### src/hdl/isaPkg.sv
package isaPkg;

    localparam int opWidth   = 6;
    localparam int funcWidth = 6;

    // opcodes handled by the unit
    localparam logic [opWidth-1:0] opRType = 6'h00;
    localparam logic [opWidth-1:0] opAddi  = 6'h08;
    localparam logic [opWidth-1:0] opAddiu = 6'h09;

    // R-type funct codes
    localparam logic [funcWidth-1:0] fnSll   = 6'h00;
    localparam logic [funcWidth-1:0] fnSrl   = 6'h02;
    localparam logic [funcWidth-1:0] fnSra   = 6'h03;
    localparam logic [funcWidth-1:0] fnSllv  = 6'h04;
    localparam logic [funcWidth-1:0] fnSrav  = 6'h07;
    localparam logic [funcWidth-1:0] fnJr    = 6'h08;
    localparam logic [funcWidth-1:0] fnBreak = 6'h0d;
    localparam logic [funcWidth-1:0] fnMfhi  = 6'h10;
    localparam logic [funcWidth-1:0] fnMflo  = 6'h12;
    localparam logic [funcWidth-1:0] fnAdd   = 6'h20;
    localparam logic [funcWidth-1:0] fnSub   = 6'h22;
    localparam logic [funcWidth-1:0] fnAnd   = 6'h24;
    localparam logic [funcWidth-1:0] fnSlt   = 6'h2a;

    // the two instruction fields the control unit looks at
    typedef struct packed {
        logic [opWidth-1:0]   opcode;   // bits 31:26 of the instruction
        logic [funcWidth-1:0] funct;    // bits 5:0 of an R-type instruction
    } instrFields_t;

endpackage

### src/hdl/ctrlPkg.sv
package ctrlPkg;

    localparam int stateWidth = 6;

    localparam logic [stateWidth-1:0] stFetch          = 6'd0;
    localparam logic [stateWidth-1:0] stFetch2         = 6'd1;
    localparam logic [stateWidth-1:0] stMemWait        = 6'd2;
    localparam logic [stateWidth-1:0] stDecode         = 6'd3;
    localparam logic [stateWidth-1:0] stDispatch       = 6'd4;
    localparam logic [stateWidth-1:0] stAdd            = 6'd5;
    localparam logic [stateWidth-1:0] stSub            = 6'd6;
    localparam logic [stateWidth-1:0] stAnd            = 6'd7;
    localparam logic [stateWidth-1:0] stAluWriteBack   = 6'd8;
    localparam logic [stateWidth-1:0] stAddi           = 6'd9;
    localparam logic [stateWidth-1:0] stAddiu          = 6'd10;
    localparam logic [stateWidth-1:0] stImmWriteBack   = 6'd11;
    localparam logic [stateWidth-1:0] stSlt            = 6'd12;
    localparam logic [stateWidth-1:0] stSll            = 6'd13;
    localparam logic [stateWidth-1:0] stSrl            = 6'd14;
    localparam logic [stateWidth-1:0] stSra            = 6'd15;
    localparam logic [stateWidth-1:0] stSllv           = 6'd16;
    localparam logic [stateWidth-1:0] stSrav           = 6'd17;
    localparam logic [stateWidth-1:0] stShiftWriteBack = 6'd18;
    localparam logic [stateWidth-1:0] stMfhi           = 6'd19;
    localparam logic [stateWidth-1:0] stMflo           = 6'd20;
    localparam logic [stateWidth-1:0] stJr             = 6'd21;
    localparam logic [stateWidth-1:0] stBreak          = 6'd22;
    localparam logic [stateWidth-1:0] stTrap           = 6'd23;
    localparam logic [stateWidth-1:0] stFinish         = 6'd24;

    // field widths of the control word
    localparam int pcSourceWidth   = 3;
    localparam int regDestWidth    = 2;
    localparam int dataSourceWidth = 4;
    localparam int aluSrcWidth     = 2;
    localparam int aluOpWidth      = 3;
    localparam int shiftOpWidth    = 3;
    localparam int excptWidth      = 2;

    localparam logic [aluOpWidth-1:0] aluPass = 3'd0;
    localparam logic [aluOpWidth-1:0] aluAdd  = 3'd1;
    localparam logic [aluOpWidth-1:0] aluSub  = 3'd2;
    localparam logic [aluOpWidth-1:0] aluAnd  = 3'd3;
    localparam logic [aluOpWidth-1:0] aluSlt  = 3'd7;

    localparam logic [aluSrcWidth-1:0] srcAPc     = 2'd0;
    localparam logic [aluSrcWidth-1:0] srcARegA   = 2'd1;
    localparam logic [aluSrcWidth-1:0] srcBRegB   = 2'd0;
    localparam logic [aluSrcWidth-1:0] srcBFour   = 2'd1;
    localparam logic [aluSrcWidth-1:0] srcBImm    = 2'd2;
    localparam logic [aluSrcWidth-1:0] srcBOffset = 2'd3;   // sign-extended, shifted imm

    localparam logic [pcSourceWidth-1:0] pcFromAlu  = 3'd0;
    localparam logic [pcSourceWidth-1:0] pcFromTrap = 3'd4;

    localparam logic [dataSourceWidth-1:0] dsAluOut    = 4'd0;
    localparam logic [dataSourceWidth-1:0] dsLo        = 4'd2;
    localparam logic [dataSourceWidth-1:0] dsHi        = 4'd3;
    localparam logic [dataSourceWidth-1:0] dsShift     = 4'd4;
    localparam logic [dataSourceWidth-1:0] dsLessThan  = 4'd5;
    localparam logic [dataSourceWidth-1:0] dsStackInit = 4'd10;   // constant 227

    localparam logic [regDestWidth-1:0] dstRt = 2'd0;
    localparam logic [regDestWidth-1:0] dstRd = 2'd1;
    localparam logic [regDestWidth-1:0] dstSp = 2'd3;   // $29

    localparam logic [shiftOpWidth-1:0] shNone       = 3'd0;
    localparam logic [shiftOpWidth-1:0] shLeft       = 3'd2;
    localparam logic [shiftOpWidth-1:0] shRightLogic = 3'd3;
    localparam logic [shiftOpWidth-1:0] shRightArith = 3'd4;

    localparam logic [excptWidth-1:0] excNone    = 2'd0;
    localparam logic [excptWidth-1:0] excIllegal = 2'd1;

    typedef struct packed {
        logic                       pcWrite;
        logic [pcSourceWidth-1:0]   pcSource;
        logic                       irWrite;
        logic                       regWrite;
        logic [regDestWidth-1:0]    regDest;
        logic [dataSourceWidth-1:0] dataSource;
        logic                       aWrite;
        logic                       bWrite;
        logic                       aluOutWrite;
        logic [aluSrcWidth-1:0]     aluSrcA;
        logic [aluSrcWidth-1:0]     aluSrcB;
        logic [aluOpWidth-1:0]      aluOp;
        logic                       shiftSource;      // 1 = rt, 0 = rs
        logic                       shiftAmtSource;   // 1 = shamt field, 0 = register
        logic [shiftOpWidth-1:0]    shiftOp;
        logic                       epcWrite;
        logic [excptWidth-1:0]      excptSelect;
    } ctrlWord_t;

    localparam ctrlWord_t ctrlIdle = '0;

endpackage

### src/hdl/instrDecoder.sv
`timescale 1ns/1ps

module instrDecoder
    import isaPkg::*, ctrlPkg::*;
(
    input  instrFields_t          instr,
    output logic [stateWidth-1:0] execState
);

    always_comb begin
        execState = stTrap;   // anything unknown traps
        case (instr.opcode)
            opRType: begin
                case (instr.funct)
                    fnAdd: begin
                        execState = stAdd;
                    end
                    fnSub: begin
                        execState = stSub;
                    end
                    fnAnd: begin
                        execState = stAnd;
                    end
                    fnSlt: begin
                        execState = stSlt;
                    end
                    fnSll: begin
                        execState = stSll;
                    end
                    fnSrl: begin
                        execState = stSrl;
                    end
                    fnSra: begin
                        execState = stSra;
                    end
                    fnSllv: begin
                        execState = stSllv;
                    end
                    fnSrav: begin
                        execState = stSrav;
                    end
                    fnMfhi: begin
                        execState = stMfhi;
                    end
                    fnMflo: begin
                        execState = stMflo;
                    end
                    fnJr: begin
                        execState = stJr;
                    end
                    fnBreak: begin
                        execState = stBreak;
                    end
                    default: begin
                        execState = stTrap;
                    end
                endcase
            end
            opAddi: begin
                execState = stAddi;
            end
            opAddiu: begin
                execState = stAddiu;
            end
            default: begin
                execState = stTrap;
            end
        endcase
    end

endmodule

### src/hdl/controlSequencer.sv
`timescale 1ns/1ps

module controlSequencer
    import ctrlPkg::*;
(
    input  logic                  clk,
    input  logic                  reset,
    input  logic [stateWidth-1:0] execState,
    output logic [stateWidth-1:0] state,
    output logic [stateWidth-1:0] nextState
);

    logic resetDone;   // low for the first cycle out of reset

    always_ff @(posedge clk) begin
        if (reset) begin
            state     <= stFetch;
            resetDone <= 1'b0;
        end else begin
            state     <= nextState;
            resetDone <= 1'b1;
        end
    end

    always_comb begin
        nextState = stFetch;
        case (state)
            // hold one extra cycle so the stack-init word gets its own cycle
            stFetch: begin
                nextState = resetDone ? stFetch2 : stFetch;
            end
            stFetch2: begin
                nextState = stMemWait;
            end
            stMemWait: begin
                nextState = stDecode;
            end
            stDecode: begin
                nextState = stDispatch;
            end
            stDispatch: begin
                nextState = execState;
            end
            stAdd, stSub, stAnd: begin
                nextState = stAluWriteBack;
            end
            stAddi, stAddiu: begin
                nextState = stImmWriteBack;
            end
            stSll, stSrl, stSra, stSllv, stSrav: begin
                nextState = stShiftWriteBack;
            end
            stAluWriteBack, stImmWriteBack, stShiftWriteBack: begin
                nextState = stFinish;
            end
            stSlt, stMfhi, stMflo, stJr, stBreak, stTrap: begin
                nextState = stFinish;   // single-cycle execution
            end
            stFinish: begin
                nextState = stFetch;
            end
            default: begin
                nextState = stFetch;
            end
        endcase
    end

endmodule

### src/hdl/controlWordGen.sv
`timescale 1ns/1ps

module controlWordGen
    import ctrlPkg::*;
(
    input  logic                  clk,
    input  logic                  reset,
    input  logic [stateWidth-1:0] nextState,
    output ctrlWord_t             ctrl
);

    ctrlWord_t stateWord;
    ctrlWord_t stackWord;

    // writes the initial stack pointer into $29
    always_comb begin
        stackWord            = ctrlIdle;
        stackWord.regWrite   = 1'b1;
        stackWord.regDest    = dstSp;
        stackWord.dataSource = dsStackInit;
    end

    always_comb begin
        stateWord = ctrlIdle;
        case (nextState)
            stFetch: begin
                stateWord.pcWrite = 1'b1;   // pc + 4
                stateWord.aluSrcA = srcAPc;
                stateWord.aluSrcB = srcBFour;
                stateWord.aluOp   = aluAdd;
            end
            stFetch2: begin
                stateWord.pcWrite = 1'b1;
            end
            stMemWait: begin
                stateWord.irWrite = 1'b1;
            end
            stDecode: begin
                stateWord.aWrite      = 1'b1;
                stateWord.bWrite      = 1'b1;
                stateWord.aluOutWrite = 1'b1;   // speculative branch target
                stateWord.aluSrcA     = srcAPc;
                stateWord.aluSrcB     = srcBOffset;
                stateWord.aluOp       = aluAdd;
            end
            stAdd, stSub, stAnd: begin
                stateWord.aluOutWrite = 1'b1;
                stateWord.aluSrcA     = srcARegA;
                stateWord.aluSrcB     = srcBRegB;
                if (nextState == stAdd) begin
                    stateWord.aluOp = aluAdd;
                end else if (nextState == stSub) begin
                    stateWord.aluOp = aluSub;
                end else begin
                    stateWord.aluOp = aluAnd;
                end
            end
            stAluWriteBack: begin
                stateWord.regWrite   = 1'b1;
                stateWord.regDest    = dstRd;
                stateWord.dataSource = dsAluOut;
            end
            stAddi, stAddiu: begin
                stateWord.aluOutWrite = 1'b1;
                stateWord.aluSrcA     = srcARegA;
                stateWord.aluSrcB     = srcBImm;
                stateWord.aluOp       = aluAdd;
            end
            stImmWriteBack: begin
                stateWord.regWrite   = 1'b1;
                stateWord.regDest    = dstRt;
                stateWord.dataSource = dsAluOut;
            end
            stSll, stSrl, stSra: begin
                stateWord.shiftSource    = 1'b1;
                stateWord.shiftAmtSource = 1'b1;   // shamt field
                if (nextState == stSll) begin
                    stateWord.shiftOp = shLeft;
                end else if (nextState == stSrl) begin
                    stateWord.shiftOp = shRightLogic;
                end else begin
                    stateWord.shiftOp = shRightArith;
                end
            end
            stSllv, stSrav: begin
                stateWord.shiftSource    = 1'b0;
                stateWord.shiftAmtSource = 1'b0;   // amount from rs
                stateWord.shiftOp = (nextState == stSllv) ? shLeft : shRightArith;
            end
            stShiftWriteBack: begin
                stateWord.regWrite   = 1'b1;
                stateWord.regDest    = dstRd;
                stateWord.dataSource = dsShift;
            end
            stSlt: begin
                stateWord.regWrite   = 1'b1;
                stateWord.regDest    = dstRd;
                stateWord.dataSource = dsLessThan;
                stateWord.aluSrcA    = srcARegA;
                stateWord.aluSrcB    = srcBRegB;
                stateWord.aluOp      = aluSlt;
            end
            stMfhi, stMflo: begin
                stateWord.regWrite   = 1'b1;
                stateWord.regDest    = dstRd;
                stateWord.dataSource = (nextState == stMfhi) ? dsHi : dsLo;
            end
            stJr: begin
                stateWord.pcWrite  = 1'b1;
                stateWord.pcSource = pcFromAlu;
                stateWord.aluSrcA  = srcARegA;
                stateWord.aluOp    = aluPass;
            end
            stBreak: begin
                stateWord.pcWrite  = 1'b1;   // pc - 4 lands back on the break
                stateWord.pcSource = pcFromAlu;
                stateWord.aluSrcA  = srcAPc;
                stateWord.aluSrcB  = srcBFour;
                stateWord.aluOp    = aluSub;
            end
            stTrap: begin
                stateWord.pcWrite     = 1'b1;
                stateWord.pcSource    = pcFromTrap;
                stateWord.epcWrite    = 1'b1;
                stateWord.excptSelect = excIllegal;
            end
            default: begin
                stateWord = ctrlIdle;   // dispatch, finish
            end
        endcase
    end

    always_ff @(posedge clk) begin
        if (reset) begin
            ctrl <= stackWord;
        end else begin
            ctrl <= stateWord;
        end
    end

endmodule

### src/hdl/controlUnit.sv
`timescale 1ns/1ps

module controlUnit
    import isaPkg::*, ctrlPkg::*;
(
    input  logic         clk,
    input  logic         reset,
    input  instrFields_t instr,
    output ctrlWord_t    ctrl
);

    logic [stateWidth-1:0] execState;
    logic [stateWidth-1:0] nextState;

    instrDecoder decoder (
        .instr     (instr),
        .execState (execState)
    );

    controlSequencer sequencer (
        .clk       (clk),
        .reset     (reset),
        .execState (execState),
        .state     (),
        .nextState (nextState)
    );

    controlWordGen wordGen (
        .clk       (clk),
        .reset     (reset),
        .nextState (nextState),
        .ctrl      (ctrl)
    );

endmodule

### config.mk
export PLATFORM = sky130hd
export DESIGN_NAME = controlUnit
export DESIGN_NICKNAME = d
export VERILOG_FILES = /design/src/hdl/isaPkg.sv /design/src/hdl/ctrlPkg.sv /design/src/hdl/instrDecoder.sv /design/src/hdl/controlSequencer.sv /design/src/hdl/controlWordGen.sv /design/src/hdl/controlUnit.sv
export SDC_FILE = /design/constraint.sdc
export NUM_CORES = 1
export LEC_CHECK = 0
export BUFFER_PORTS_ARGS = -buffer_cell sky130_fd_sc_hd__buf_4
export CAP_MARGIN = 30
export CORE_MARGIN = 2
export CORE_UTILIZATION = 35
export CTS_BUF_LIST = sky130_fd_sc_hd__clkbuf_4 sky130_fd_sc_hd__clkbuf_8 sky130_fd_sc_hd__clkbuf_16
export DETAILED_ROUTE_END_ITERATION = 10
export GPL_ROUTABILITY_DRIVEN = 1
export PLACE_DENSITY_LB_ADDON = 0.3
export RECOVER_POWER = 25
export SYNTH_ARGS = -nofsm -noshare
export SYNTH_HDL_FRONTEND = slang
export SYNTH_HIERARCHICAL = 1
export SYNTH_SLANG_ARGS = --single-unit
### constraint.sdc
create_clock -name clk -period 2.4 [get_ports clk]
set_input_delay 0 -clock clk [delete_from_list [all_inputs] [get_ports clk]]
set_output_delay 0 -clock clk [all_outputs]
set_load 0.01 [all_outputs]
[Yosys cells after proc, flatten, opt, wreduce, memory -nomap -nowiden]
Memory sizes are Yosys's and may differ from the RTL's.
Index checks and enable logic that the tools add are counted.
Word-level totals
  logic and storage cells: 105
  input bits: 14
  bits in registers: 37
  output and inout bits: 30
  memories kept: 1
  memory bits (read-only): 320
Memory list
  (name not given): words 64, bits a word 5, read ports 1, clocked after memory_dff 0, wr ports 0, line instrDecoder.sv:14  | case (instr.funct)
Operators by class
  reduce and logical (&&, ||, !) cells: 17
  multiplexer cells: 21
  equal/unequal tests: 47
Operators by type and width (count)
  $eq A6 B4 Y1 const B: 18
  $eq A6 B5 Y1 const B: 16
  $pmux W6 S9: 1
  $eq A6 B3 Y1 const B: 7
  $pmux W7 S5: 1
  $eq A6 B2 Y1 const B: 4
  $logic_not A6 Y1: 3
  $pmux W6 S3: 1
  $mux W3: 5
  $eq A6 B1 Y1 const B: 2
  $pmux W3 S4: 1
  $pmux W5 S2: 1
  $reduce_or A2 Y1: 5
  $reduce_or A5 Y1: 2
  $reduce_or A3 Y1: 3
  $reduce_or A9 Y1: 1
  $mux W1: 8
  $reduce_or A7 Y1: 1
  $pmux W2 S3: 1
  $reduce_or A6 Y1: 1
  $mux W2: 2
  $reduce_or A4 Y1: 1

[Depth between registers and ports, before layout]
  depth after elaboration: 7
  mapped depth: 13
  gate-level depth less buffers: 12

[Hierarchy]
Netlist, hierarchy kept.
By module, submodules not included
  controlWordGen: area each 1019.7 um^2, cells each 117, sequential area each 420.4 um^2, instances 1
  controlSequencer: area each 427.9 um^2, cells each 52, sequential area each 140.1 um^2, instances 1
  instrDecoder: area each 361.6 um^2, cells each 49, sequential area each 0.0 um^2, instances 1

[Worst setup path before layout]
No wires, ideal clock.
  path kind: in2reg
  start point: in instr[0] (netlist name)
  end point: reg wordGen/ctrl[25] (netlist name)
  data required time: 2327 ps
  buffers on the path: 0
  stages: 11
  setup slack: 129 ps
  data arrival time: 2198 ps
  library setup time: 73 ps
  cells stage by stage: inv_1 -> ha_1 -> nand2b_1 -> a21oi_1 -> a2111oi_0 -> o31ai_1 -> and2_1 -> or3_1 -> or3_1 -> or3_1 -> nor3_2
On the way
  longest elaborated chain between the ends: 5
RTL lines
  start, declared: line controlUnit.sv:8  | input instrFields_t instr,
  $mem_v2 Z64 W5
  $pmux W6 S3: line instrDecoder.sv:12  | case (instr.opcode)
  net execState[4]: line controlUnit.sv:12  | logic [stateWidth-1:0] execState;
  $pmux W6 S9: line controlSequencer.sv:27  | case (state)
  net nextState[4]: line controlUnit.sv:13  | logic [stateWidth-1:0] nextState;
  $eq A6 B2 Y1: line controlWordGen.sv:25  | case (nextState)
  $mux W1: line controlWordGen.sv:25
The timed path passes the listed nets, and every way through them passes these cells.
A chain may end at the register's enable or synchronous reset.

[Worst setup path after layout]
  start point: reg sequencer.state[0]
  end point: reg wordGen/ctrl[25] (netlist name)
On the way
  longest elaborated chain between the ends: 5
  elaborated cells between the ends (all ways): 31
  classes of those cells: eq/ne (24); mux (2); reduce/logical (5)
RTL lines
  start, declared: line controlSequencer.sv:9  | output logic [stateWidth-1:0] state,
  start signal, assigned: line controlSequencer.sv:17  | state <= stFetch;
  start signal, assigned: line controlSequencer.sv:20  | state <= nextState;
  $eq A6 B4 Y1 (tied with other cells): line controlSequencer.sv:27
  $reduce_or A9 Y1 (no line) (tied with other cells)
  $pmux W6 S9 *: line controlSequencer.sv:27
  net nextState[4]: line controlUnit.sv:13
  $eq A6 B2 Y1 *: line controlWordGen.sv:25
  $mux W1 *: line controlWordGen.sv:25
Mark *: on every way through the listed nets, which the timed path passes. The rest lies on a longest branch.

==> flow_metrics.tcl <==
set metrics [dict create \
    vdd_ir_drop_max_mv 0.413 \
    ys_ff_latch 28 \
    wl_met2_um 1980 \
    clock_path_buffers 2 \
    grt_overflow 0 \
    fp.dieH_um 75.9 \
    max_freq_ghz 0.442 \
    cts_sinks 28 \
    power_density_mw_per_mm2 1010 \
    multi_input_area_mm2 0.00108 \
    grt_max_degree 20 \
    grt_pass1_wl_um 6700 \
    cp.required_ns 2.60 \
    nets 286 \
    cts_inserted_buffers 3 \
    synth-warning-count 6 \
    synth_xor_area_frac 0.0145 \
    timing.final.ws_setup_ns 0.136 \
    cap_violations 0 \
    cts_tree "built" \
    place_congestion 0.812 \
    viasPerCell 5.05 \
    drc_errors 0 \
    top_layer "met4" \
    antenna_cells 0 \
    wl_met3_um 194 \
    dieArea_mm2 0.00576 \
    postCtsSetupRepairBufs 0 \
    fp-row-count 26 \
    outcome "completed" \
    track_usage 0.147 \
    synth_compound_area_frac 0.190 \
    first_global_vias 1499 \
    cp_data_arrival_time_ns 2.47 \
    register_area_um2 564 \
    drv_slew 0 \
    vias 1698 \
    syn_area_mm2 0.00181 \
    synth_edf_count 0 \
    path_max_fanout 7 \
    antenna_found_initial 0 \
    final_common_cell "buf_4" \
    syn_to_final_growth_pct 25.7 \
    fin_util 0.451 \
    avgRoutedWirePerCell_um 12.2 \
    cts_max_level 1 \
    total_power_mw 2.29 \
    hold_viol 0 \
    finalCritPeriodShare 0.943 \
    synth_top_family_by_area "simple AND/OR/NAND/NOR gates" \
    final_cell_mix "buf_4 (51), dfxtp_1 (25), a21oi_1 (12), nor2b_1 (12), clkbuf_1 (12)" \
    hp-class "in2reg" \
    hpwlAfterDp_um 3120 \
    end_kind "register" \
    core_mm2 0.00504 \
    synth_cell_types 56 \
    insertion_delay_ns 0.27 \
    async_reset_ff_frac 0 \
    drtIter0Drc 95 \
    seq_area_frac_synth 0.310 \
    drt_pass1_iterations 4 \
    fin_skew_ns 0.00305 \
    syn_inst 218 \
    avgSynthCellArea_um2 8.30 \
    drtAntennaViolNets 0 \
    portBuffers 39 \
    fillers 523 \
    synth_mux_area_frac 0.0228 \
    setup_violations 0 \
    dp_slack_ns -0.142 \
    synthFlopType "dfxtp_1" \
    min_period_ns 2.26 \
    path_class "reg2reg" \
    die_w_um 75.9 \
    yosys.area_share.simple 0.319 \
    m1WireLength_um 1890 \
    grt_setup_unrepaired "false" \
    leakagePower_nw 0.954 \
    start_util 0.359 \
    finalWirelength_um 4100 \
    clkTransAtPathRegs_ns 0.09 \
    synth_adder_area_share 0.0346 \
    layout-drive-gt1-share 0.271 \
    num_io_pins 44 \
    cts-root-buf "clkbuf_8" \
    start_kind "register" \
]
==> through the flow <==
step / setup TNS (ns) / hold slack, ns / instance area (µm²) / cells
5_1_grt: 0 / 0.263 / 2270 / 336
2_1_floorplan: 0 / 0.0277 / 1820 / 221
4_1_cts: 0 / 0.256 / 2310 / 336
6_report: 0 / 0.255 / 2270 / 336
3_5_place_dp: -0.888 / 0.177 / 2240 / 331
3_3_place_gp: -0.572 / 0.182 / 2240 / 331
==> report_power, final <==
part           total, mW  switching, mW  leakage, nW  internal (mW)
sequential         0.626         0.0637        0.231          0.562
clock              0.283          0.136       0.0288          0.147
combinational       1.38          0.715        0.694          0.665
total               2.29          0.915        0.954           1.37
==> cell usage after synthesis (3+ instances only) <==
master	instances	area (µm²)
nand2b_1	8	50.1
nand2_1	9	33.8
a2111oi_0	3	26.3
or3_1	4	25.0
and3b_1	3	26.3
nor2b_1	12	75.1
nor2_1	11	41.3
nand3b_1	3	22.5
buf_2	10	50.1
buf_4	11	82.6
inv_1	8	30.0
mux2i_1	3	30.0
nor3_1	5	25.0
ha_1	5	62.6
and2_1	6	37.5
nand3_1	4	20.0
a31oi_1	7	43.8
a21oi_1	12	60.1
nor4_1	5	31.3
dfxtp_1	28	561
o21ai_0	10	50.1
nor3b_1	6	45.0
==> cells by family after synthesis <==
| logic type | Yosys count |
|---|---|
| AOI/OAI and AO/OA | 52 |
| xor gates and xnor gates | 3 |
| adders and majority gates | 5 |
| buffers and inverters | 32 |
| DFF | 28 |
| muxes | 4 |
| other | 2 |
| and+or+nand+nor | 92 |
==> registers in the layout, summed over array words and instances, names as in the netlist <==
signal / cells
sequencer/state: 6
wordGen/ctrl: 21
sequencer/resetDone: 1
==> layer usage <==
metal,up-vias,track usage
li1,866,-
met1,777,0.199
met4,0,0.0351
met2,49,0.246
met5,-,0
met3,6,0.0185
==> worst paths after layout <==
check,cells past startpoint,slack [ns],start,endpoint
worst max-delay path,7,0.14,sequencer/state[0],wordGen/ctrl[25]
worst min-delay path,5,0.25,instr[6],sequencer/state[4]
worst max register to register,7,0.14,sequencer/state[0],wordGen/ctrl[25]
worst min register to register,3,0.71,sequencer/state[1],sequencer/state[3]
==> layout make-up <==
cell class / instances / share of cell area
clock buffers: 4 / 0.0242
inverters: 8 / 0.0132
multi-input cells: 161 / 0.475
flip-flops and latches: 28 / 0.248
well taps: 70 / 0.0385
repair buffers: 65 / 0.201
==> timing repair <==
action | in CTS | in global routing
hold endpoints to repair | 3 | 0
hold buffers | 1 | 0
setup endpoints to repair | 0 | 8
resized for setup | 0 | 7
==> critical path, cell delays in order, from the launching register on <==
cell	delay, ns
dfxtp_1	0.47
nor2_1	0.12
a22oi_1	0.22
o22ai_1	0.13
or3_1	0.40
or3_1	0.42
or3_1	0.35
nor3_2	0.10
(Power assumes the default switching activity.)
